**config.mk**
```make
export PLATFORM = sky130hd
export DESIGN_NAME = flash_loader
export DESIGN_NICKNAME = d
export VERILOG_FILES = /design/src/mem_pkg.sv /design/src/flash_loader.sv
export VERILOG_INCLUDE_DIRS = /design/src /design/src/src
export SDC_FILE = /design/constraint.sdc
export NUM_CORES = 1
export LEC_CHECK = 0
export BUFFER_PORTS_ARGS = -buffer_cell sky130_fd_sc_hd__buf_2
export CORE_MARGIN = 1
export CORE_UTILIZATION = 30
export DETAILED_ROUTE_END_ITERATION = 16
export PLACE_DENSITY_LB_ADDON = 0.2
export SYNTH_ARGS = -nofsm -noshare
export SYNTH_HDL_FRONTEND = slang
export SYNTH_SLANG_ARGS = --single-unit
export TNS_END_PERCENT = 1
```
**constraint.sdc**
```tcl
create_clock -name clk108_w -period 4.4 [get_ports clk108_w]
set_input_delay 0.22 -clock clk108_w [delete_from_list [all_inputs] [get_ports clk108_w]]
set_output_delay 0.22 -clock clk108_w [all_outputs]
set_load 0.02 [all_outputs]
```
**src/cart_settings.svh**
```systemverilog
`ifndef CART_SETTINGS_SVH
`define CART_SETTINGS_SVH

// mapper segment registers sit on four consecutive io ports
`define CART_MAPPER_PORT_BASE 8'hFC

// boot image location in spi flash
`define CART_FLASH_BASE 24'h100000

// bytes copied into cartridge memory at power-up
`define CART_IMAGE_BYTES 32'd256

// byte address width of cartridge memory
`define CART_MEM_AW 16

// segment number width, four 16 KB segments by default
`define CART_SEG_W 2

// msel_n sequence length in clk108_w cycles
`define CART_DEMUX_PHASES 8

`endif

```
**src/mem_pkg.sv**
```systemverilog
`include "cart_settings.svh"

package mem_pkg;

    typedef logic [`CART_MEM_AW-1:0] mem_addr_t;   // physical byte address
    typedef logic [`CART_SEG_W-1:0]  seg_t;

    // master side of a wishbone classic cycle
    typedef struct packed {
        logic       cyc;
        logic       stb;
        logic       we;
        mem_addr_t  adr;
        logic [7:0] dat;
    } wb_req_t;

    typedef struct packed {
        logic       ack;
        logic [7:0] dat;    // valid with ack on reads
    } wb_rsp_t;

    typedef enum logic [1:0] {
        LDR_IDLE,
        LDR_COMMAND,
        LDR_READ,
        LDR_DONE
    } loader_state_e;

    typedef enum logic [1:0] {
        MAP_IDLE,
        MAP_ACCESS,
        MAP_HOLD
    } mapper_state_e;

endpackage

```
**src/flash_loader.sv**
```systemverilog
`timescale 1ns/1ps
`include "cart_settings.svh"

module flash_loader (
    input  logic             clk108_w,
    input  logic             ram_enabled_w,
    output logic             mspi_cs,
    output logic             mspi_sclk,
    output logic             mspi_mosi,
    input  logic             mspi_miso,
    output mem_pkg::wb_req_t wb_req,
    input  mem_pkg::wb_rsp_t wb_rsp,
    output logic             done
);

    mem_pkg::loader_state_e state;
    logic [31:0] tx_sr;        // read command then flash address
    logic [4:0]  bit_cnt;
    logic [6:0]  rx_sr;
    logic [31:0] byte_cnt;
    logic        last_byte;

    assign mspi_mosi = tx_sr[31];
    assign done      = (state == mem_pkg::LDR_DONE);
    assign last_byte = (byte_cnt == `CART_IMAGE_BYTES - 1);

    ////////////////////////////////////////////////////////////////////////////
    // spi mode 0 at half clk108_w, one wishbone write per byte
    ////////////////////////////////////////////////////////////////////////////
    always_ff @(posedge clk108_w or negedge ram_enabled_w) begin
        if (!ram_enabled_w) begin
            state     <= mem_pkg::LDR_IDLE;
            mspi_cs   <= 1'b1;
            mspi_sclk <= 1'b0;
            tx_sr     <= '0;
            bit_cnt   <= '0;
            rx_sr     <= '0;
            byte_cnt  <= '0;
            wb_req    <= '0;
        end else begin
            case (state)
                mem_pkg::LDR_IDLE: begin
                    mspi_cs <= 1'b0;
                    tx_sr   <= {8'h03, `CART_FLASH_BASE};
                    state   <= mem_pkg::LDR_COMMAND;
                end
                mem_pkg::LDR_COMMAND: begin
                    mspi_sclk <= !mspi_sclk;
                    if (mspi_sclk) begin                // falling edge
                        tx_sr   <= tx_sr << 1;
                        bit_cnt <= bit_cnt + 1'b1;      // wraps to 0 for the data phase
                        if (bit_cnt == 5'd31)
                            state <= mem_pkg::LDR_READ;
                    end
                end
                mem_pkg::LDR_READ: begin
                    if (wb_req.cyc && wb_rsp.ack) begin
                        wb_req.cyc <= 1'b0;
                        wb_req.stb <= 1'b0;
                        byte_cnt   <= byte_cnt + 1'b1;
                        if (last_byte) begin
                            mspi_cs <= 1'b1;
                            state   <= mem_pkg::LDR_DONE;
                        end
                    end
                    if (mspi_sclk) begin
                        mspi_sclk <= 1'b0;
                    end else if (!wb_req.cyc) begin     // sclk parks low under back-pressure
                        mspi_sclk <= 1'b1;
                        rx_sr     <= {rx_sr[5:0], mspi_miso};
                        bit_cnt   <= bit_cnt + 1'b1;
                        if (bit_cnt[2:0] == 3'd7) begin
                            wb_req.cyc <= 1'b1;
                            wb_req.stb <= 1'b1;
                            wb_req.we  <= 1'b1;
                            wb_req.adr <= byte_cnt[`CART_MEM_AW-1:0];
                            wb_req.dat <= {rx_sr, mspi_miso};
                        end
                    end
                end
                default: ;                              // image copied
            endcase
        end
    end

    assert property (@(posedge clk108_w) disable iff (!ram_enabled_w)
        $rose(wb_req.stb) |-> wb_req.cyc)
        else $error("loader raised stb without cyc");

endmodule

```
== Word-level counts from Yosys, hierarchy flattened ==
Index checks and enable logic that the tools add are counted.
Word-level totals
  memories: 0
  output and inout port bits: 31
  RAM bits: 0
  memory bits (read-only): 0
  latch bits: 0
  bits in registers: 107
Cells by class
  reduce and logical (&&, ||, !) cells: 14
  multiply operators: 0
  order comparisons: 0
  bitwise gates (word level): 2
  shift-type cells: 0
  add/subtract/negate cells: 2
  equality and inequality tests: 12
  mux-type cells: 21
  div/mod/pow operators: 0
Operator list (number)
  two-way mux 27 bit: 3
  case mux 32 bit (2 select lines): 1
  adder 32 x 1 -> 32 bit, second input constant: 1
  equality test 32 x 8 -> 1 bit, second input constant: 1
  two-way mux 32 bit: 1
  two-way mux 5 bit: 3
  inequality test 2 bit, second input constant: 6
  two-way mux 2 bit: 5
  case mux 5 bit (2 select lines): 1
  AND reduction 4 bit: 2
  case mux 2 bit (3 select lines): 1
  AND reduction 3 bit: 2
  nonzero test 2 bit: 3
  adder 5 x 1 -> 5 bit, second input constant: 1
  equality test 5 bit, second input constant: 1
  AND reduction 5 bit: 1
  equality test 2 bit, second input constant: 2
  two-way mux 1 bit: 4
  case mux 1 bit (2 select lines): 2
  AND reduction 2 bit: 2
  equality test 3 bit, second input constant: 1
  nonzero test 3 bit: 1
  equality test 2 x 1 -> 1 bit, second input constant: 1
  logical NOT 2 bit: 1
  other kinds (3): 4

== Longest topological paths before layout ==
  depth in word-level cells: 5
  depth in mapped cells: 7
  depth with buffers taken out: 7

== Least setup slack after synthesis ==
Ideal clock, no wire load.
  path type: register to register
  from: register state[0]
  to: register wb_req[10] (netlist name)
  path buffers: 2
  setup slack: 2.417 ns
  data required time: 4.275 ns
  cell stages (with the launch flop): 8
  setup time: 0.125 ns
  arrival: 1.858 ns
  path through: dfrtp_1 > inv_1 > ha_1 > nor3b_4 > and2_1 > buf_2 > buf_6 > mux2_2
On the way
  cells in the longest elaborated chain, start to end: 2
RTL lines
  from (decl): line flash_loader.sv:16  | mem_pkg::loader_state_e state;
  from (signal assigned): line flash_loader.sv:32  | state <= mem_pkg::LDR_IDLE;
  from (signal assigned): line flash_loader.sv:45  | state <= mem_pkg::LDR_COMMAND;
  from (signal assigned): line flash_loader.sv:53  | state <= mem_pkg::LDR_READ;
  equality test 2 bit: line flash_loader.sv:41  | case (state)
  AND reduction 4 bit (no source line)
  to (decl): line flash_loader.sv:11  | output mem_pkg::wb_req_t wb_req,
Every way passes these cells.
A chain may end at the register's enable or synchronous reset.

== Worst setup path after layout ==
  from: register state[0]
  to: register wb_req[21] (netlist name)
Same word-level chain as after synthesis.

==> results by group <==
Pwr
  • Power Density: 342.6 mW/mm2
  • Sequential Power Share: 0.490
  • Sw frac: 0.1962
  • Int Pwr: 1314 uW
  • Clock Power Share: 0.499
  • Worst vdd ir: 0.2233 mV
  • P_sw: 320.7 uW
  • Pleak: 0.002397 uW
  • Gate power share: 0.012

Timing
  • Slew headroom: 0.4835
  • Unrepaired setup endpoints after global routing: false
  • Fmax: 375.6 MHz
  • Clk_skew: 5.634 ps
  • Period minus WS final: 2663 ps
  • WHS: 128.8 ps
  • Worst-Margin Slew: 774.7 ps
  • Setup TNS: 0 ps
  • Final Max Tran Viols: 0
  • Fin. Hold Viols: 0
  • Fin crit share: 0.6052
  • Finish-stage setup viols: 0

Finish
  • Layout net count: 389
  • Finished Layout Cells: 550
  • Layout cells sized above 1: 0.2941
  • Design Area, Final: 0.004771 mm2
  • Layout area overhead: 15.34%
  • Antenna Cells: 0

Route
  • DR WL/cell: 14.50 um
  • Routed WL: 7977 um
  • Initial DRC count: 141
  • Via density: 4.825
  • DRT antenna net count: 0
  • First-pass DRT Iterations: 4
  • # DRC: 0
  • Number of vias in the routed layout: 2654

Placed design
  • Placed Instances: 533
  • Post-DP HPWL: 5198 um
  • Port Buf Inserts: 34
  • DP Area: 0.004444 mm2
  • RD Place Congestion: 0.7226

Global routing
  • All-Layer GR Usage: 0.1264
  • Number of global-route vias before repair: 2750
  • Total grt overflow: 0
  • First-pass GRT wire length: 14060 um
  • Largest net degree at the start of global routing: 45
  • Initial antenna violation count: 0

Floorplanning
  • Ports: 43
  • Starting density of the core: 0.3099
  • Chip height: 119.4 um
  • CORE AREA: 0.01335 mm2
  • Die X: 119.4 um
  • Number of placement rows: 42
  • Die area: 0.01426 mm2

Logic synthesis
  • Predominant post-synthesis flop cell: dfrtp_1
  • EDFF count, synth: 0
  • Netlist cell types: 48
  • #FFs+latches synth: 87
  • Mapped Area: 0.004136 mm2
  • Sequential share of the synthesized area: 0.5266
  • Avg Synthesized Cell Area: 12.27 um2
  • Net Count, Synth: 357
  • Yosys Warn Count: 0
  • Synth Instances: 337
  • Async SR Flop Fraction: 1.000

Worst setup path
  • Worst EP required: 4630 ps
  • Max stage delay on crit path: 470 ps
  • WP data arrival: 2890 ps
  • Critical Path Start Type: register
  • Kind of end point of the critical path: register
  • CP max-delay cell: nor3b_4
  • Reg-to-Reg Start: state[0]
  • Worst-path cell chain: inv_1, ha_1, nor3b_4, and2_1, buf_4, mux2_2
  • CP startpoint: state[0]
  • Critical Path Fanout Max: 21
  • CP Class: reg -> reg
  • R2r setup slk: 1740 ps

Clock tree
  • Worst-skew pair later-pin latency: 340 ps
  • # H-tree levels: 3
  • Clock tree sinks: 87
  • Post-CTS setup buffers: 0
  • Post-CTS sizing: 0
  • CTS tree: yes
  • Num CTS Buffers: 9
  • # hold bufs at CTS: 1
  • CTS root buffer: clkbuf_16
  • Deepest clock path buffer count: 2
  • Clock slew at reported path FFs: 60 ps

Flow run
  • Max cap viols: 0

Outcome
  • Outcome: completed

Worst hold path
  • Worst hold path type: in -> reg
  • Hold Startpoint: mspi_miso
[per-layer routing]
metal	global-route usage	wire, um
met1	0.1628	3926
met4	0.04219	114
met5	0	0
met3	0.03927	237
met2	0.2009	3699
[metrics by stage]
stage               setup WS (ps)  total power, uW  utilization
finish                       1737             1634       0.3574
detailed placement           1694            835.4       0.3330
global placement             1773            834.8       0.3330
floorplan                    2417            815.0            -
global route                 1529             1694       0.3574
CTS                          1695             1662       0.3574
[logic make-up (layout without fill, tap and decap cells)]
family,after synthesis,count (layout),share of synthesized area
multiplexers,47,47,0.1267
adder cells (fa/ha/maj),8,8,0.02420
AND/OR/NAND/NOR,112,112,0.1815
AO/OA/AOI/OAI,25,25,0.03872
flip-flops,87,87,0.5266
buffers and inverters,25,62,0.03236
XOR/XNOR,33,33,0.06987
[sequential cells by signal, indices dropped and copies added, names as in the netlist]
signal / count
wb_req: 27
byte_cnt: 32
mspi_cs: 1
bit_cnt: 5
mspi_sclk: 1
tx_sr: 12
rx_sr: 7
state: 2
[power by group through the flow]
stage | logic (uW) | clock network [uW] | registers (uW)
after detailed placement | 20.7 | 0 | 815
final | 19.3 | 815 | 800
after global placement | 20.1 | 0 | 815
after floorplan | 0.0340 | 0 | 815
after global routing | 23.4 | 872 | 799
after CTS | 21.2 | 841 | 800
[path summary, 6_finish.rpt]
check,endpoint,cells past startpoint
worst max-delay path,wb_req[21],6
worst min-delay path,rx_sr[0],2
worst max register to register,wb_req[21],6
worst min register to register,bit_cnt[3],1
max in group asynchronous,byte_cnt[14],3
min in group asynchronous,tx_sr[30],2
[synth_stat cells (all sizes together), types with 5 or more instances]
library cell,count,area share
buf,11,0.019
clkbuf,5,0.0048
dfrtp,86,0.52
ha,8,0.024
inv,9,0.0082
mux2,43,0.12
nand2,22,0.021
nand2b,9,0.014
nand3,14,0.018
nand4,12,0.023
nor2,8,0.0073
nor3,11,0.015
nor4,18,0.047
o21ai,10,0.012
xnor2,10,0.021
xor2,23,0.049
[layout by cell type, fill, tap and decap left out, types with 4 or more instances in the layout]
| master | instances |
|---|---|
| dfrtp_1 | 86 |
| mux2_2 | 40 |
| buf_2 | 33 |
| xor2_1 | 23 |
| nand2_1 | 21 |
| nand3_1 | 13 |
| nor3_1 | 10 |
| xnor2_1 | 10 |
| nand4_1 | 10 |
| o21ai_0 | 10 |
| inv_1 | 9 |
| nor4_1 | 9 |
| nand2b_1 | 9 |
| clkbuf_16 | 9 |
| nor2_1 | 8 |
| ha_1 | 8 |
| nor4_2 | 6 |
| and3_1 | 4 |
| mux2i_1 | 4 |
| o211ai_1 | 4 |
[worst max-delay path, delay by kind of cell, from the launching register on]
| family | cells | cell delay (ps) |
|---|---|---|
| adders and majority gates | 1 | 440 |
| buffers and inverters | 2 | 450 |
| DFF | 1 | 430 |
| muxes | 1 | 370 |
| and+or+nand+nor | 2 | 840 |
[final cells by class]
class / count / area (um2)
fill: 1352 / 8577
sequential: 87 / 2178
multi-input combinational: 225 / 1824
clock buffer: 12 / 246.5
tap: 176 / 220.2
timing repair buffer: 37 / 197.7
clock inverter: 4 / 70.07
inverter: 9 / 33.78
No activity file was read; power rests on OpenSTA's default activity.
