### config.mk
export PLATFORM = sky130hd
export DESIGN_NAME = mem_arbiter
export DESIGN_NICKNAME = d
export VERILOG_FILES = /design/src/mem_pkg.sv /design/src/mem_arbiter.sv
export VERILOG_INCLUDE_DIRS = /design/src /design/src/src
export SDC_FILE = /design/constraint.sdc
export NUM_CORES = 1
export LEC_CHECK = 0
export BUFFER_PORTS_ARGS = -buffer_cell sky130_fd_sc_hd__clkbuf_2
export CAP_MARGIN = 20
export CORE_MARGIN = 1
export CORE_UTILIZATION = 23
export CTS_CLUSTER_DIAMETER = 50
export CTS_CLUSTER_SIZE = 16
export DETAILED_ROUTE_END_ITERATION = 16
export MAX_ROUTING_LAYER = met4
export PLACE_DENSITY = 0.79
export SYNTH_ARGS = -nofsm -noshare
export SYNTH_HDL_FRONTEND = slang
export SYNTH_SLANG_ARGS = --single-unit
### constraint.sdc
create_clock -name clk108_w -period 1.52 [get_ports clk108_w]
set_clock_uncertainty 0.05 [all_clocks]
set_input_delay 0.38 -clock clk108_w [delete_from_list [all_inputs] [get_ports clk108_w]]
set_output_delay 0.38 -clock clk108_w [all_outputs]
set_load 0.01 [all_outputs]
### src/cart_settings.svh
`ifndef CART_SETTINGS_SVH
`define CART_SETTINGS_SVH

// mapper segment registers sit on four consecutive io ports
`define CART_MAPPER_PORT_BASE 8'hFC

// boot image location in spi flash
`define CART_FLASH_BASE 24'h100000

// bytes copied into cartridge memory at power-up
`define CART_IMAGE_BYTES 32'd256

// byte address width of cartridge memory
`define CART_MEM_AW 16

// segment number width, four 16 KB segments by default
`define CART_SEG_W 2

// msel_n sequence length in clk108_w cycles
`define CART_DEMUX_PHASES 8

`endif

### src/mem_pkg.sv
`include "cart_settings.svh"

package mem_pkg;

    typedef logic [`CART_MEM_AW-1:0] mem_addr_t;   // physical byte address
    typedef logic [`CART_SEG_W-1:0]  seg_t;

    // master side of a wishbone classic cycle
    typedef struct packed {
        logic       cyc;
        logic       stb;
        logic       we;
        mem_addr_t  adr;
        logic [7:0] dat;
    } wb_req_t;

    typedef struct packed {
        logic       ack;
        logic [7:0] dat;    // valid with ack on reads
    } wb_rsp_t;

    typedef enum logic [1:0] {
        LDR_IDLE,
        LDR_COMMAND,
        LDR_READ,
        LDR_DONE
    } loader_state_e;

    typedef enum logic [1:0] {
        MAP_IDLE,
        MAP_ACCESS,
        MAP_HOLD
    } mapper_state_e;

endpackage

### src/mem_arbiter.sv
`timescale 1ns/1ps

module mem_arbiter (
    input  logic             clk108_w,
    input  logic             ram_enabled_w,
    input  mem_pkg::wb_req_t ldr_req,
    output mem_pkg::wb_rsp_t ldr_rsp,
    input  mem_pkg::wb_req_t map_req,
    output mem_pkg::wb_rsp_t map_rsp,
    output mem_pkg::wb_req_t ram_req,
    input  mem_pkg::wb_rsp_t ram_rsp
);

    logic gnt_map;     // mapper owns the memory

    // grant moves only between cycles, loader first
    always_ff @(posedge clk108_w or negedge ram_enabled_w) begin
        if (!ram_enabled_w) begin
            gnt_map <= 1'b0;
        end else if (!ram_req.cyc) begin
            if (ldr_req.cyc)
                gnt_map <= 1'b0;
            else if (map_req.cyc)
                gnt_map <= 1'b1;
        end
    end

    assign ram_req = gnt_map ? map_req : ldr_req;
    assign ldr_rsp = '{ack: ram_rsp.ack & ~gnt_map, dat: ram_rsp.dat};
    assign map_rsp = '{ack: ram_rsp.ack & gnt_map, dat: ram_rsp.dat};

    // an ack answers the master that still holds the grant and its cycle
    assert property (@(posedge clk108_w) disable iff (!ram_enabled_w)
        ram_rsp.ack |-> $stable(gnt_map) && (map_rsp.ack ? map_req.cyc : ldr_req.cyc))
        else $error("ack misrouted, gnt_map %b", gnt_map);

endmodule

Word-level counts from Yosys, hierarchy flattened
Index checks and enable logic that the tools add are counted.

Memory bits (writable): 0. Output and inout port bits: 45. ROM bits: 0. Word-level logic and storage cells: 10. Register bits after elaboration: 1. Latch bits: 0. Memories kept: 0. Input bits: 65.

Muxes and demuxes: 3. $mul: 0. Magnitude comparators: 0. Add/sub/neg operators: 0. Bitwise operators: 4. Div/mod/pow operators: 0. Reductions and logical operators: 2. Equal/unequal tests: 0. Shift-type cells: 0.

Operator list (count): $mux 27 (1); $and 1x1->1 (2); $mux 1 (2); $not 1->1 (2); $reduce_and 2->1 (1); $reduce_bool 2->1 (1).

Longest topological paths before layout
Gate-level depths: netlist (run 1).

Word-level depth: 3. Mapped depth: 3. Gate-level depth less buffers: 2.

Worst setup path after synthesis (run 1)
Ideal clock, no wire load.

Path kind: register to output. Start point: register gnt_map. End point: output port ram_req[0] (netlist bit). Path buffers: 1. Stages on the path, launching flop included: 3. Data required time: 1090 ps. Arrival time: 917 ps. Path slack: 173 ps. Cell sequence: dfrtp_1 > buf_6 > mux2_2.

RTL lines: start: declaration (RTL line mem_arbiter.sv:14) `logic gnt_map;`; start signal: assignment (RTL line mem_arbiter.sv:19) `gnt_map <= 1'b0;`; start signal: assignment (RTL line mem_arbiter.sv:22) `gnt_map <= 1'b0;`; start signal: assignment (RTL line mem_arbiter.sv:24) `gnt_map <= 1'b1;`; end: declaration (RTL line mem_arbiter.sv:10) `output mem_pkg::wb_req_t ram_req,`.

==> impl_metrics.env, run 1 <==
export IMPL_clkTransAtPathRegs_ns=0
export IMPL_tightest_slew_ns=0.141
export IMPL_grt_pass1_wl_mm=2.69
export IMPL_timing_final_crit_share_pct=97.0
export IMPL_sw_frac_of_total_pct=38.8
export IMPL_ant_nets=0
export IMPL_fin_cells=147
export IMPL_power_w=0.000359
export IMPL_ios=110
export IMPL_drive_gt1_share_pct=95.0
export IMPL_antenna_found_initial=0
export IMPL_yosysMostFrequentCell="mux2_2"
export IMPL_routed_wl_mm=1.74
export IMPL_power_internal_w=0.000220
export IMPL_insertion_delay_ns=0
export IMPL_fmax_mhz=678
export IMPL_num_rows=16
export IMPL_die_h_microns=49.0
export IMPL_grt_max_degree=22
export IMPL_ctsResizeCount=0
export IMPL_synth_area_top_cells="mux2_2 (58%), buf_4 (24%), buf_6 (6.7%), dfrtp_1 (4.9%), maj3_2 (2.2%)"
export IMPL_syn2layout_area_growth_pct=65.5
export IMPL_ys_seq_area_share_pct=4.93
export IMPL_vias_per_cell=4.35
export IMPL_cpMaxStageDelayCell="dfrtp_1"
export IMPL_yosys_most_used_dff="dfrtp_1"
export IMPL_yosysWarnings=0
export IMPL_wire_per_inst_microns=11.8
export IMPL_syn_nets=117
export IMPL_numPortBuffers=85
export IMPL_vias=640
export IMPL_largest_register="gnt_map"
export IMPL_worstSetupStartpointType="register"
export IMPL_dieArea_sq_um=2400
export IMPL_synth_top_cell_by_area="mux2_2"
export IMPL_dp_cells=147
export IMPL_p_leak_nw=0.498
export IMPL_avgSynthCellArea_sq_um=9.77
export IMPL_outcome="finished, final reports clean"
export IMPL_cpPeakStageDelay_ns=0.37
export IMPL_power_frac_comb_pct=90.9
export IMPL_track_usage_pct=14.0
export IMPL_ys_types=10
export IMPL_max_vdd_ir_drop_mv=0.271
export IMPL_path_cells="buf_12, mux2_2, clkbuf_2"
export IMPL_power_frac_seq_pct=9.1
export IMPL_p_per_area_nw_per_um2=427
export IMPL_arrival_ns=1.04
export IMPL_antenna_cells=0
export IMPL_yosys_register_bits=1
export IMPL_drc=0
export IMPL_final_max_slew_violation_count=0
export IMPL_setup_viol=0
export IMPL_cp_end_kind="output port"
export IMPL_fin_crit_ns=1.47
export IMPL_postSynth_asyncResetShare_pct=100
export IMPL_post_cts_setup_buffer_count=0
export IMPL_coreArea_sq_um=2020
export IMPL_synth_top_area_share_pct=57.6
export IMPL_netlist_instances=52
export IMPL_postCtsHoldBufs=0
export IMPL_startpoint="gnt_map$_DFFE_PN0P_"
export IMPL_initial_core_util_pct=25.1
export IMPL_switching_power_w=0.000139
export IMPL_r2r_start="gnt_map$_DFFE_PN0P_"
export IMPL_p_clk_share_pct=0
export IMPL_yosys_top_cells_count="mux2_2 (26), buf_4 (16), buf_6 (3)"
export IMPL_largestRegisters="gnt_map x1"
export IMPL_largest_reg_flops=1
export IMPL_hold_path_class="in2async"
export IMPL_critPathRequiredTime_ns=1.09
export IMPL_synth_edf_count=0
export IMPL_drt_first_pass_iters=2
export IMPL_rsz0062_at_grt="no"
export IMPL_drv_cap=0
export IMPL_fp_dieW_microns=49.0
export IMPL_drtIter0Drc=2
export IMPL_final_hold_viol_count=0
export IMPL_crit_fanout=21
export IMPL_gp_congestion=0.722
export IMPL_synth_area_sq_um=508
export IMPL_fin_nets=187
export IMPL_whs_ns=0.105
export IMPL_grt_ovfl_total=0
export IMPL_worstSetupPathType="reg2out"
export IMPL_maxSlewHeadroom_pct=90.5
export IMPL_grt_pass1_vias=654
export IMPL_tns_ns=0
[cell usage in the layout (no fill, tap or decap), drive strengths merged]
master / count
clkbuf: 85
inv: 1
dfrtp: 1
nand2: 1
nor2b: 1
maj3: 1
o21ai: 1
buf: 2
and2: 1
mux2: 26
[final cells by class]
class                   count  area (sq um)
well taps                  27          33.8
inverters                   1          3.75
multi-input cells          31           325
repair buffers             87           453
fillers                   207          1180
flip-flops and latches      1          25.0
[worst paths after layout]
path | to | slack, ns | cells after the start
hold reg to reg | gnt_map$_DFFE_PN0P_ | 0.73 | 2
setup reg to reg | gnt_map$_DFFE_PN0P_ | 0.47 | 2
min in group clk108_w | gnt_map$_DFFE_PN0P_ | 0.63 | 2
max in group asynchronous | gnt_map$_DFFE_PN0P_ | 1.23 | 1
hold / removal | gnt_map$_DFFE_PN0P_ | 0.11 | 1
setup / recovery | ram_req[8] | 0.05 | 3
[critical path, delay by kind of cell (launching register included)]
kind,cells,cell delay (ns)
DFF,1,0.37
buffers and inverters,2,0.32
muxes,1,0.35
[logic make-up after synthesis]
| group | after synthesis | share of synthesized area [%] |
|---|---|---|
| muxes | 26 | 57.6 |
| and+or+nand+nor | 3 | 3.20 |
| DFF | 1 | 4.93 |
| buffers and inverters | 20 | 31.0 |
| adders and majority gates | 1 | 2.22 |
| AOI/OAI and AO/OA | 1 | 0.984 |
[power by group through the flow]
| stage | Clock, W | Sequential, W | Combinational [W] |
|---|---|---|---|
| after global routing | 0 | 0.0000332 | 0.000351 |
| after floorplan | 0 | 0.0000336 | 0.000220 |
| final | 0 | 0.0000328 | 0.000326 |
| after global placement | 0 | 0.0000325 | 0.000322 |
| after CTS | 0 | 0.0000330 | 0.000330 |
| after detailed placement | 0 | 0.0000329 | 0.000329 |
[through the flow]
| step | setup WS [ns] | utilization [%] | area [sq um] |
|---|---|---|---|
| final | 0.0458 | 41.6 | 841 |
| after global routing | 0.00763 | 41.6 | 841 |
| after CTS | 0.0491 | 41.6 | 841 |
| after detailed placement | 0.0518 | 41.6 | 841 |
| after global placement | 0.0780 | 41.6 | 841 |
| after floorplan | 0.173 | - | 508 |
[routing by layer]
layer / up-vias / share of wire [%] / track usage (%) / wire (microns)
met5: - / 0 / - / 0
li1: 305 / - / - / -
met1: 267 / 31 / 11.5 / 548
met4: 0 / 1.4 / 3.43 / 24
met3: 5 / 13 / 2.80 / 226
met2: 63 / 54 / 30.6 / 941
(Power assumes the default switching activity.)
==> run 2, diff against run 1 <==
--- a/config.mk
+++ b/config.mk
@@ -14,7 +14,8 @@
 export CTS_CLUSTER_SIZE = 16
 export DETAILED_ROUTE_END_ITERATION = 16
 export MAX_ROUTING_LAYER = met4
-export PLACE_DENSITY = 0.79
+export PLACE_DENSITY_LB_ADDON = 0.2
 export SYNTH_ARGS = -nofsm -noshare
 export SYNTH_HDL_FRONTEND = slang
 export SYNTH_SLANG_ARGS = --single-unit
+export TNS_END_PERCENT = 10
==> constraint.sdc (replaced) <==
create_clock -name clk108_w -period 1.58 [get_ports clk108_w]
set_clock_uncertainty 0.05 [all_clocks]
set_input_delay 0.395 -clock clk108_w [delete_from_list [all_inputs] [get_ports clk108_w]]
set_output_delay 0.395 -clock clk108_w [all_outputs]
set_load 0.01 [all_outputs]
==> run 2 against run 1 <==
Net effect: worst setup slack improved by 0.057 ns; register-to-register slack improved by 0.08 ns; core utilization unchanged; combinational power decreased by 5%; global-route usage decreased by 2.4 points; design area unchanged; sequential share of layout area unchanged; die area unchanged; largest power group unchanged.
==> impl_metrics.env, run 2 (synthesis results as in run 1) <==
export IMPL_outcome="finished, final reports clean"
export IMPL_fin_nets=187
export IMPL_use_met3_pct=1.25
export IMPL_fin_crit_ns=1.48
export IMPL_initial_core_util_pct=25.1
export IMPL_layout_common_cells="clkbuf_2 (85), mux2_2 (26)"
export IMPL_drv_cap=0
export IMPL_ctsResizeCount=0
export IMPL_num_rows=16
export IMPL_grt_ovfl_total=0
export IMPL_cpPeakStageDelay_ns=0.37
export IMPL_track_usage_pct=11.6
export IMPL_grt_pass1_wl_mm=2.26
export IMPL_use_met1_pct=10.8
export IMPL_tns_ns=0
export IMPL_cp_end_kind="output port"
export IMPL_largestRegisters="gnt_map x1"
export IMPL_crit_family="flip-flops"
export IMPL_drt_first_pass_iters=1
export IMPL_drc=0
export IMPL_hold_path_class="in2async"
export IMPL_final_hold_viol_count=0
export IMPL_power_w=0.000340
export IMPL_arrival_ns=1.03
export IMPL_maxSlewHeadroom_pct=88.9
export IMPL_p_leak_nw=0.498
export IMPL_rsz0062_at_grt="no"
export IMPL_path_cells="buf_12, mux2_2, clkbuf_2"
export IMPL_dp_cells=147
export IMPL_crit_fanout=23
export IMPL_postCtsHoldBufs=0
export IMPL_timing_final_crit_share_pct=93.5
export IMPL_ant_nets=0
export IMPL_max_vdd_ir_drop_mv=0.204
export IMPL_vias_per_cell=4.20
export IMPL_gp_congestion=0.704
export IMPL_die_h_microns=49.0
export IMPL_critPathRequiredTime_ns=1.13
export IMPL_ios=110
export IMPL_setup_viol=0
export IMPL_clkTransAtPathRegs_ns=0
export IMPL_routed_wl_mm=1.46
export IMPL_largest_reg_flops=1
export IMPL_worstSetupStartpointType="register"
export IMPL_cpMaxStageDelayCell="dfrtp_1"
export IMPL_top_usage_layer="met2"
export IMPL_fin_cells=147
export IMPL_drtIter0Drc=0
export IMPL_insertion_delay_ns=0
export IMPL_fp_dieW_microns=49.0
export IMPL_use_met2_pct=25.2
export IMPL_final_max_slew_violation_count=0
export IMPL_final_common_cell="clkbuf_2"
export IMPL_post_cts_setup_buffer_count=0
export IMPL_vias=617
export IMPL_largest_register="gnt_map"
export IMPL_numPortBuffers=85
export IMPL_dieArea_sq_um=2400
export IMPL_path_buf_inv=2
export IMPL_syn2layout_area_growth_pct=65.5
export IMPL_coreArea_sq_um=2020
export IMPL_fmax_mhz=677
export IMPL_grt_pass1_vias=544
export IMPL_whs_ns=0.123
export IMPL_hpwl_mm=1.36
export IMPL_tightest_slew_ns=0.165
export IMPL_wire_per_inst_microns=9.90
export IMPL_drive_gt1_share_pct=95.0
export IMPL_antenna_found_initial=0
export IMPL_worstSetupPathType="reg2out"
export IMPL_fill_cells=221
export IMPL_grt_max_degree=24
export IMPL_p_per_area_nw_per_um2=405
export IMPL_antenna_cells=0
## run 2: cell counts in the layout (fill, tap and decap cells not counted)
Identical to the previous run, type by type.
## run 2: through the flow
stage / util [%] / setup WS (ns) / cell area, sq um
4_1_cts: 41.6 / 0.0887 / 841
2_1_floorplan: - / 0.218 / 508
3_3_place_gp: 41.6 / 0.122 / 841
3_5_place_dp: 41.6 / 0.0935 / 841
5_1_grt: 41.6 / 0.0485 / 841
6_report: 41.6 / 0.102 / 841
## run 2: where the power goes
group	switching, W	internal [W]
clock	0	0
sequential	0.00000268	0.0000287
combinational	0.000126	0.000182
total	0.000129	0.000211
## run 2: final cells by class
cell class	count	area, sq um	area share, %
Multi-Input combinational cell	31	325	38.7
Timing Repair Buffer	87	453	53.9
Sequential cell	1	25.0	2.98
Inverter	1	3.75	0.446
Tap cell	27	33.8	4.02
## run 2: final timing paths
check	startpoint	to	slack (ns)	depth (start not counted)
worst max-delay path	gnt_map$_DFFE_PN0P_	ram_req[24]	0.10	3
worst min-delay path	ram_enabled_w	gnt_map$_DFFE_PN0P_	0.12	1
worst max register to register	gnt_map$_DFFE_PN0P_	gnt_map$_DFFE_PN0P_	0.55	2
worst min register to register	gnt_map$_DFFE_PN0P_	gnt_map$_DFFE_PN0P_	0.71	2
max in group asynchronous	ram_enabled_w	gnt_map$_DFFE_PN0P_	1.27	1
min in group clk108_w	map_req[26]	gnt_map$_DFFE_PN0P_	0.65	2
## run 2: metal layers
metal / share of wire [%] / vias up / routed length, microns
li1: - / 300 / -
met2: 54 / 53 / 784
met4: 1.2 / 0 / 17
met1: 31 / 259 / 455
met3: 13 / 5 / 196
met5: 0 / - / 0
