===== src/cart_settings.svh =====
`ifndef CART_SETTINGS_SVH
`define CART_SETTINGS_SVH

// mapper segment registers sit on four consecutive io ports
`define CART_MAPPER_PORT_BASE 8'hFC

// boot image location in spi flash
`define CART_FLASH_BASE 24'h100000

// bytes copied into cartridge memory at power-up
`define CART_IMAGE_BYTES 32'd256

// byte address width of cartridge memory
`define CART_MEM_AW 16

// segment number width, four 16 KB segments by default
`define CART_SEG_W 2

// msel_n sequence length in clk108_w cycles
`define CART_DEMUX_PHASES 8

`endif


===== src/msx_bus_pkg.sv =====
package msx_bus_pkg;

    typedef logic [15:0] msx_addr_t;   // cpu address
    typedef logic [7:0]  msx_data_t;

    // one captured bus cycle as seen through the pin multiplexer
    typedef struct packed {
        msx_addr_t addr;
        logic      merq_n;
        logic      iorq_n;
        logic      m1_n;
        logic      rd_n;      // filtered
        logic      wr_n;      // filtered
        logic      sltsl_n;   // filtered
    } bus_cycle_t;

endpackage


===== src/msx_bus_demux.sv =====
`timescale 1ns/1ps
`include "cart_settings.svh"

module msx_bus_demux (
    input  logic                    clk108_w,
    input  logic                    ram_enabled_w,
    input  msx_bus_pkg::msx_data_t  mp,
    input  logic                    sltsl_n,
    input  logic                    rd_n,
    input  logic                    wr_n,
    output logic [2:0]              msel_n,
    output msx_bus_pkg::bus_cycle_t cycle,
    output logic                    cycle_valid
);

    logic [$clog2(`CART_DEMUX_PHASES)-1:0] phase;
    logic [$clog2(`CART_DEMUX_PHASES)-1:0] phase_nxt;
    msx_bus_pkg::msx_data_t addr_lo;
    msx_bus_pkg::msx_data_t addr_hi;
    logic [2:0] strb_meta;     // rd_n wr_n sltsl_n
    logic [2:0] strb_q;

    assign phase_nxt = phase + 1'b1;

    // msel_n is registered from the next phase so it lines up with phase
    always_ff @(posedge clk108_w or negedge ram_enabled_w) begin
        if (!ram_enabled_w) begin
            phase  <= '1;          // idle pair
            msel_n <= 3'b111;
        end else begin
            phase <= phase_nxt;
            case (phase_nxt)
                3'd0, 3'd1: msel_n <= 3'b110;   // a7..a0
                3'd2, 3'd3: msel_n <= 3'b101;   // a15..a8
                3'd4, 3'd5: msel_n <= 3'b011;   // merq iorq .. m1
                default:    msel_n <= 3'b111;
            endcase
        end
    end

    // second phase of each pair, pins have settled
    always_ff @(posedge clk108_w) begin
        if (phase == 3'd1)
            addr_lo <= mp;
        if (phase == 3'd3)
            addr_hi <= mp;
    end

    always_ff @(posedge clk108_w or negedge ram_enabled_w) begin
        if (!ram_enabled_w) begin
            strb_meta   <= '1;
            strb_q      <= '1;
            cycle       <= '1;
            cycle_valid <= 1'b0;
        end else begin
            strb_meta   <= {rd_n, wr_n, sltsl_n};
            strb_q      <= strb_meta;
            cycle_valid <= (phase == 3'd5);
            if (phase == 3'd5) begin
                cycle <= '{addr:    {addr_hi, addr_lo},
                           merq_n:  mp[0],
                           iorq_n:  mp[1],
                           m1_n:    mp[7],
                           rd_n:    strb_q[2],
                           wr_n:    strb_q[1],
                           sltsl_n: strb_q[0]};
            end
        end
    end

    // only one slice of the multiplexer may be enabled at a time
    assert property (@(posedge clk108_w) disable iff (!ram_enabled_w)
        $countones(~msel_n) <= 1)
        else $error("msel_n enables more than one slice: %b", msel_n);

endmodule


===== config.mk =====
export PLATFORM = sky130hd
export DESIGN_NAME = msx_bus_demux
export DESIGN_NICKNAME = d
export VERILOG_FILES = /design/src/msx_bus_pkg.sv /design/src/msx_bus_demux.sv
export VERILOG_INCLUDE_DIRS = /design/src /design/src/src
export SDC_FILE = /design/constraint.sdc
export NUM_CORES = 1
export LEC_CHECK = 0
export ABC_AREA = 1
export BUFFER_PORTS_ARGS = -buffer_cell sky130_fd_sc_hd__buf_2
export CELL_PAD_IN_SITES_DETAIL_PLACEMENT = 2
export CELL_PAD_IN_SITES_GLOBAL_PLACEMENT = 2
export CORE_MARGIN = 3
export CORE_UTILIZATION = 36
export CTS_CLUSTER_DIAMETER = 40
export DETAILED_ROUTE_END_ITERATION = 6
export PLACE_DENSITY_LB_ADDON = 0.1
export SLEW_MARGIN = 20
export SYNTH_ARGS = -nofsm -noshare
export SYNTH_HDL_FRONTEND = slang
export SYNTH_SLANG_ARGS = --single-unit

===== constraint.sdc =====
create_clock -name clk108_w -period 2.1 [get_ports clk108_w]
set_clock_uncertainty 0.1 [all_clocks]
set_input_delay 0.42 -clock clk108_w [delete_from_list [all_inputs] [get_ports clk108_w]]
set_output_delay 0.42 -clock clk108_w [all_outputs]
set_load 0.05 [all_outputs]

# == Yosys cells after proc, flatten, opt, wreduce, memory -nomap -nowiden ==
# Cells that the tools add are included.
# totals
register_bits,51
# classes
n_addsub,1
reduce_logical,4
eq_ne,8
n_mux,1
# op_table
operator,count
== test 3 x 2 -> 1 bit (second input constant),3
== test 3 bit (second input constant),3
one-hot mux 3 bit (3 select lines),1
== test 3 x 1 -> 1 bit (second input constant),2
OR reduction 2 bit,3
adder 3 x 1 -> 3 bit (second input constant),1
zero test 3 bit,1

# == Depth between registers and ports, before layout ==
# Gate-level depths: netlist of run 1.
# logic_depth
word_depth,4
mapped_depth,7
depth_no_buf,5

# == Least setup slack after synthesis of run 1 ==
# No wires, ideal clock.
# synth_timing
path_type,register -> register
start,register phase[0]
end,"register addr_lo[0], enable pin"
setup_time_ps,370
setup_slack_ps,383
arrival_ps,1247
path_stages_with_launch,5
period_less_slack_ps,1717
path_buffers,1
cell_sequence,dfstp_2 > ha_1 > buf_6 > inv_1 > nor2_1
# synth_between
elab_chain_len,1
# synth_rtl
element,line,source
start: declaration,msx_bus_demux.sv:16,logic [$clog2(`CART_DEMUX_PHASES)-1:0] phase;
start signal: assignment,msx_bus_demux.sv:31,phase <= phase_nxt;
== test 3 x 1 -> 1 bit,msx_bus_demux.sv:43,if (phase == 3'd1)
end signal: assignment,msx_bus_demux.sv:44,addr_lo <= mp;
end: declaration,msx_bus_demux.sv:18,msx_bus_pkg::msx_data_t addr_lo;
# Every way passes these cells.
# A chain may end at the register's enable or synchronous reset.

# == Final worst setup path of run 1 ==
# layout_timing
start,register cycle[9] in the netlist's numbering
end,output port cycle[9] in the netlist's numbering
# layout_rtl
element,line,source
start: declaration,msx_bus_demux.sv:12,"output msx_bus_pkg::bus_cycle_t cycle,"
start signal: assignment,msx_bus_demux.sv:60,"cycle <= '{addr: {addr_hi, addr_lo},"
# No word-level cell between the ends.

==> results of run 1 <==
path summary, 6_finish.rpt:
path                                     from            to  slack (ns)  cells after the start
worst max-delay path                 cycle[9]      cycle[9]        0.48                      1
worst min-delay path            ram_enabled_w   cycle_valid        0.08                      1
worst max register to register       phase[0]    addr_hi[7]        0.51                      2
worst min register to register   strb_meta[0]     strb_q[0]        0.26                      0
max in group asynchronous       ram_enabled_w   cycle_valid        1.36                      1
min in group clk108_w                    rd_n  strb_meta[2]        0.12                      1
per-stage QoR:
| stage | hold slack, ns | setup slack [ns] |
|---|---|---|
| after floorplan | 0.0244 | 0.383 |
| after global placement | 0.246 | 0.539 |
| after detailed placement | 0.247 | 0.492 |
| after CTS | 0.108 | 0.460 |
| after global routing | 0.0965 | 0.426 |
| final | 0.0780 | 0.478 |
layer usage:
metal,vias up,track usage,wire (um)
li1,558,-,-
met1,591,0.176,1670
met2,25,0.253,2090
met3,2,0.0384,152
met4,0,0.0361,23
met5,-,0,0
cells in the mapped netlist, drive strengths merged:
master,number
inv,9
nor2,3
edfxtp,16
nand3,24
nand2,48
dfstp,34
buf,8
dfrtp,1
ha,6
state kept, by name (all words and copies together) (netlist names):
| signal | count |
|---|---|
| phase | 3 |
| strb_meta | 3 |
| msel_n | 3 |
| strb_q | 3 |
| addr_lo | 8 |
| cycle | 22 |
| addr_hi | 8 |
| cycle_valid | 1 |
power by group:
group          total [mW]  internal, mW  switching [mW]  leakage [nW]
clock network       0.650         0.349           0.301        0.0556
registers            1.05          1.05         0.00540         0.528
logic              0.0612        0.0148          0.0464         0.463
kinds of logic (layout without fill, tap and decap cells):
logic type / count (synthesis) / count (layout) / synth area share
adders and majority gates: 6 / 6 / 0.0387
DFF: 51 / 51 / 0.721
buffers and inverters: 17 / 59 / 0.0581
and+or+nand+nor: 75 / 75 / 0.182
cell type report:
cell class / count / area [sq um] / area share
sequential: 51 / 1400 / 0.615
multi-input combinational: 81 / 428 / 0.188
timing repair buffer: 42 / 220 / 0.0968
tap: 70 / 87.6 / 0.0385
clock buffer: 5 / 68.8 / 0.0302
clock inverter: 3 / 38.8 / 0.0170
inverter: 9 / 33.8 / 0.0148
==> summary.txt, run 1 <==
Floorplan
  • Die X-Extent: 79.4 um
  • Area of the core: 5170 sq um
  • Num ports: 39
  • Rows: 26
  • Initial Util: 0.375
  • Die span in y: 79.4 um
  • Area of the die: 6300 sq um

Synthesis
  • Sequential share of the synthesized area: 0.721
  • Dominant cells by area after synthesis: dfstp_2 46%, edfxtp_1 25%, nand2_1 7.2%
  • Area leader, netlist: dfstp_2
  • Area share of the largest cell type after synthesis: 0.461
  • Synth warn: 0
  • Synth Net Count: 168
  • Post-Syn Instances: 149
  • Yosys reg bits: 51
  • Avg Cell Area, Syn: 13.0 sq um
  • Unique cell type count in the Yosys netlist: 12
  • Post-Synthesis Cell Area: 1940 sq um

Layout
  • Final nets: 209
  • Commonest non-fill, non-tap cell in the layout: buf_2
  • Non-Filler Instances: 261
  • Final Instance Area: 2280 sq um
  • # fillers: 528
  • Synth-to-Final Area Change: 17.4%
  • Share of layout cells above drive strength 1: 0.492
  • Most frequent cells in the layout: 38 x buf_2, 37 x nand2_1, 34 x dfstp_2
  • Final core utilization: 0.440
  • N_diodes: 0

Global routing
  • Initial antenna violation count: 0
  • Via count of the first global-routing pass: 1349
  • Largest net degree at the start of global routing: 36
  • Global route overflow: 0
  • First-pass GRT wire length: 6900 um
  • Gr usage total: 0.144

Clocking
  • Post-CTS Setup Repair Bufs: 0
  • CTS tree: done
  • CTS buffer count: 5
  • Post-CTS resize count: 0
  • Worst-skew pair later-pin latency: 0.29 ns
  • Deepest clock path buffer count: 2
  • CTS sink count: 51
  • Hold-fix buffers, CTS: 0
  • Htree depth: 2
  • Clk slew on worst S/H paths: 0.09 ns
  • Root Buffer: clkbuf_8

STA
  • Setup Viol. Count Final: 0
  • RSZ-0062 raised after global routing: false
  • Max Slew Vio Count: 0
  • Final Cycle Share: 0.773
  • Max_slew headroom: 0.499
  • Worst slew pin tran: 0.752 ns
  • Fmax: 616 MHz
  • Setup TNS: 0 ns
  • Final Hold Viols: 0
  • Fin crit period: 1.62 ns

Critical path
  • Crit path required time: 1.58 ns
  • Critical path type: reg -> out
  • CP Cell Sequence: buf_2
  • Worst Path Max Fanout: 2
  • Startpoint Class: flip-flop
  • Worst Path Arrival: 1.10 ns
  • Top Family by Delay on Critical Path: flip-flops
  • Setup crit end kind: primary output
  • Slowest CP cell: dfstp_2
  • Buf/Inv on CP: 1
  • Crit path largest cell delay: 0.55 ns

Placement
  • Placed cell area: 2170 sq um
  • Placed Cells incl. Taps: 253
  • I/O Buffers: 38
  • Routability cong.: 0.726
  • HPWL Detailed: 2900 um

Routing
  • DR iter-0 viols: 54
  • DRT Wirelength: 3940 um
  • Vias after detailed routing: 1176
  • Number of remaining DRC errors: 0
  • First-pass DRT Iterations: 4
  • Antenna viol nets, final: 0
  • Wire length per cell: 15.1 um
  • Via density: 4.51

Power and ir drop
  • Leakage: 1.05 nW
  • Power Density: 775 nW/um^2
  • Total power: 1.76 mW
  • VDD IR max: 0.000371 V

Outcome
  • Status: finished, final reports clean

Worst hold path
  • HP Class: in -> async

Job
  • Max Cap Viol: 0
Note: power is estimated with default switching activity, not from simulation.
==> inputs of run 2 (changes only) <==
- clock period: 2.1 -> 1.65 ns (I/O delays scaled with it)
==> run 2 against run 1 <==
Against the previous run: non-clock buffer count rose by 1; hold slack got worse by 0.061 ns; via count rose by 2.0%; combinational power rose by 39%; setup slack got worse by 0.39 ns; count of clock-buffer cells in the layout rose by 2; critical path depth rose by 1; sequential power rose by 28%; clock power rose by 28%; sequential share of layout area fell by 1.5 points; final area rose by 2.4%; first-iteration DRC count fell by 57%; largest cell class unchanged; highest routed layer unchanged.
==> summary.txt, run 2 (same netlist as run 1, synthesis figures left out) <==
Clocking
  • Root Buffer: clkbuf_8
  • Deepest clock path buffer count: 2
  • CTS tree: done
  • Clk slew on worst S/H paths: 0.09 ns
  • Worst-skew pair later-pin latency: 0.30 ns
  • CTS buffer count: 5
  • Htree depth: 2
  • CTS sink count: 51
  • Post-CTS Setup Repair Bufs: 0

Worst hold path
  • Endpoint with the worst hold slack: strb_meta[0]
  • Hold_sp: sltsl_n
  • Worst hold stages: 1
  • HP Class: in -> reg

Outcome
  • Status: finished, final reports clean

Placement
  • HPWL Detailed: 3020 um
  • I/O Buffers: 38
  • Place WS: 0.0538 ns
  • Routability cong.: 0.718

Job
  • Max Cap Viol: 0

Critical path
  • CP Cell Sequence: ha_1, ha_1
  • Crit path largest cell delay: 0.57 ns
  • Critical R2R Launch: phase[0]
  • Cell mode on critical path: ha_1
  • Top Family by Delay on Critical Path: flip-flops
  • Worst Path Arrival: 1.43 ns
  • Slowest CP cell: dfstp_2
  • Setup crit end kind: flip-flop
  • FF-to-FF path depth: 2
  • Crit path required time: 1.52 ns
  • Worst Path Max Fanout: 8
  • Buf/Inv on CP: 0
  • Critical path type: reg -> reg
  • Startpoint Class: flip-flop
  • Worst flop-to-flop path endpoint: addr_hi[3]
  • R2R setup slack: 0.09 ns

Layout
  • Synth-to-Final Area Change: 20.2%
  • Final nets: 210
  • Share of layout cells above drive strength 1: 0.500
  • Final core utilization: 0.451
  • Most frequent cells in the layout: 38 x buf_2, 37 x nand2_1, 34 x dfstp_2
  • Largest register by flop count: cycle
  • Largest register FFs: 22
  • Top Registers: cycle: 22 flops, addr_hi: 8 flops, addr_lo: 8 flops
  • # fillers: 524
  • N_diodes: 0
  • Commonest non-fill, non-tap cell in the layout: buf_2

STA
  • Fin crit period: 1.56 ns
  • Final setup margin: 0.0876 ns
  • RSZ-0062 raised after global routing: false
  • Final Hold Viols: 0
  • Setup Viol. Count Final: 0
  • Setup TNS: 0 ns
  • Max_slew headroom: 0.742
  • Worst slew pin tran: 0.387 ns
  • Final Cycle Share: 0.947
  • Fmax: 640 MHz
  • Max Slew Vio Count: 0

Routing
  • DRT Wirelength: 4090 um
  • Wire length per cell: 15.6 um
  • Vias after detailed routing: 1199
  • First-pass DRT Iterations: 2
  • Via density: 4.58
  • Antenna viol nets, final: 0
  • DR iter-0 viols: 23
  • Number of remaining DRC errors: 0

Global routing
  • Global route overflow: 0
  • Via count of the first global-routing pass: 1413
  • First-pass GRT wire length: 7070 um
  • Initial antenna violation count: 0
  • Largest net degree at the start of global routing: 35
  • Gr usage total: 0.147

Power and ir drop
  • Leakage: 1.07 nW
  • Power Density: 968 nW/um^2
  • VDD IR max: 0.000387 V
  • Total power: 2.26 mW

Floorplan
  • Die span in y: 79.4 um
  • Area of the core: 5170 sq um
  • Rows: 26
  • Area of the die: 6300 sq um
  • Die X-Extent: 79.4 um
  • Num ports: 39
  • Initial Util: 0.375
[run 2: routing by layer]
layer  part of all wire  track usage  up-vias  routed length (um)
met5                  0            0        -                   0
met4              0.017       0.0567        0                  70
met3              0.035       0.0282        8                 142
met2               0.54        0.261       25                2230
met1               0.40        0.177      610                1650
li1                   -            -      556                   -
[run 2: layout make-up]
type | instances | area [sq um] | share of cell area
clock buffers | 7 | 108 | 0.0462
clock inverters | 1 | 5.00 | 0.00215
inverters | 9 | 33.8 | 0.0145
multi-input cells | 81 | 430 | 0.185
flip-flops and latches | 51 | 1400 | 0.600
well taps | 70 | 87.6 | 0.0376
repair buffers | 43 | 268 | 0.115
[run 2: worst max path at each step]
stage                        start    endpoint  slack, ns  depth (start not counted)
after CTS                 phase[0]  addr_hi[3]       0.04                          2
final                     phase[0]  addr_hi[3]       0.09                          2
after detailed placement  phase[0]  addr_hi[2]       0.05                          2
after floorplan           phase[0]  addr_lo[0]       0.08                          4
after global routing      phase[0]  addr_hi[4]      0.003                          2
after global placement    phase[0]  addr_hi[1]       0.12                          2
[run 2: timing repair]
| item | in CTS | in global routing |
|---|---|---|
| gates resized for setup | 0 | 0 |
| hold buffers | 1 | 0 |
| endpoints found under the hold margin | 1 | 0 |
[run 2: power breakdown]
part | leakage, nW | internal, mW | switching [mW]
clock network | 0.0594 | 0.430 | 0.402
registers | 0.528 | 1.33 | 0.00668
logic | 0.487 | 0.0253 | 0.0598
[run 2: worst reg2reg max path, stage by stage (launching register included)]
cell and delay, ns:
dfstp_2 0.57, ha_1 0.17, ha_1 0.39
[run 2: through the flow]
stage	hold WS, ns	instance area [sq um]	cells
2_1_floorplan	-0.0656	1940	149
3_3_place_gp	0.0279	2210	253
3_5_place_dp	0.0344	2210	253
4_1_cts	0.00462	2330	262
5_1_grt	0.00623	2330	262
6_report	0.0172	2330	262
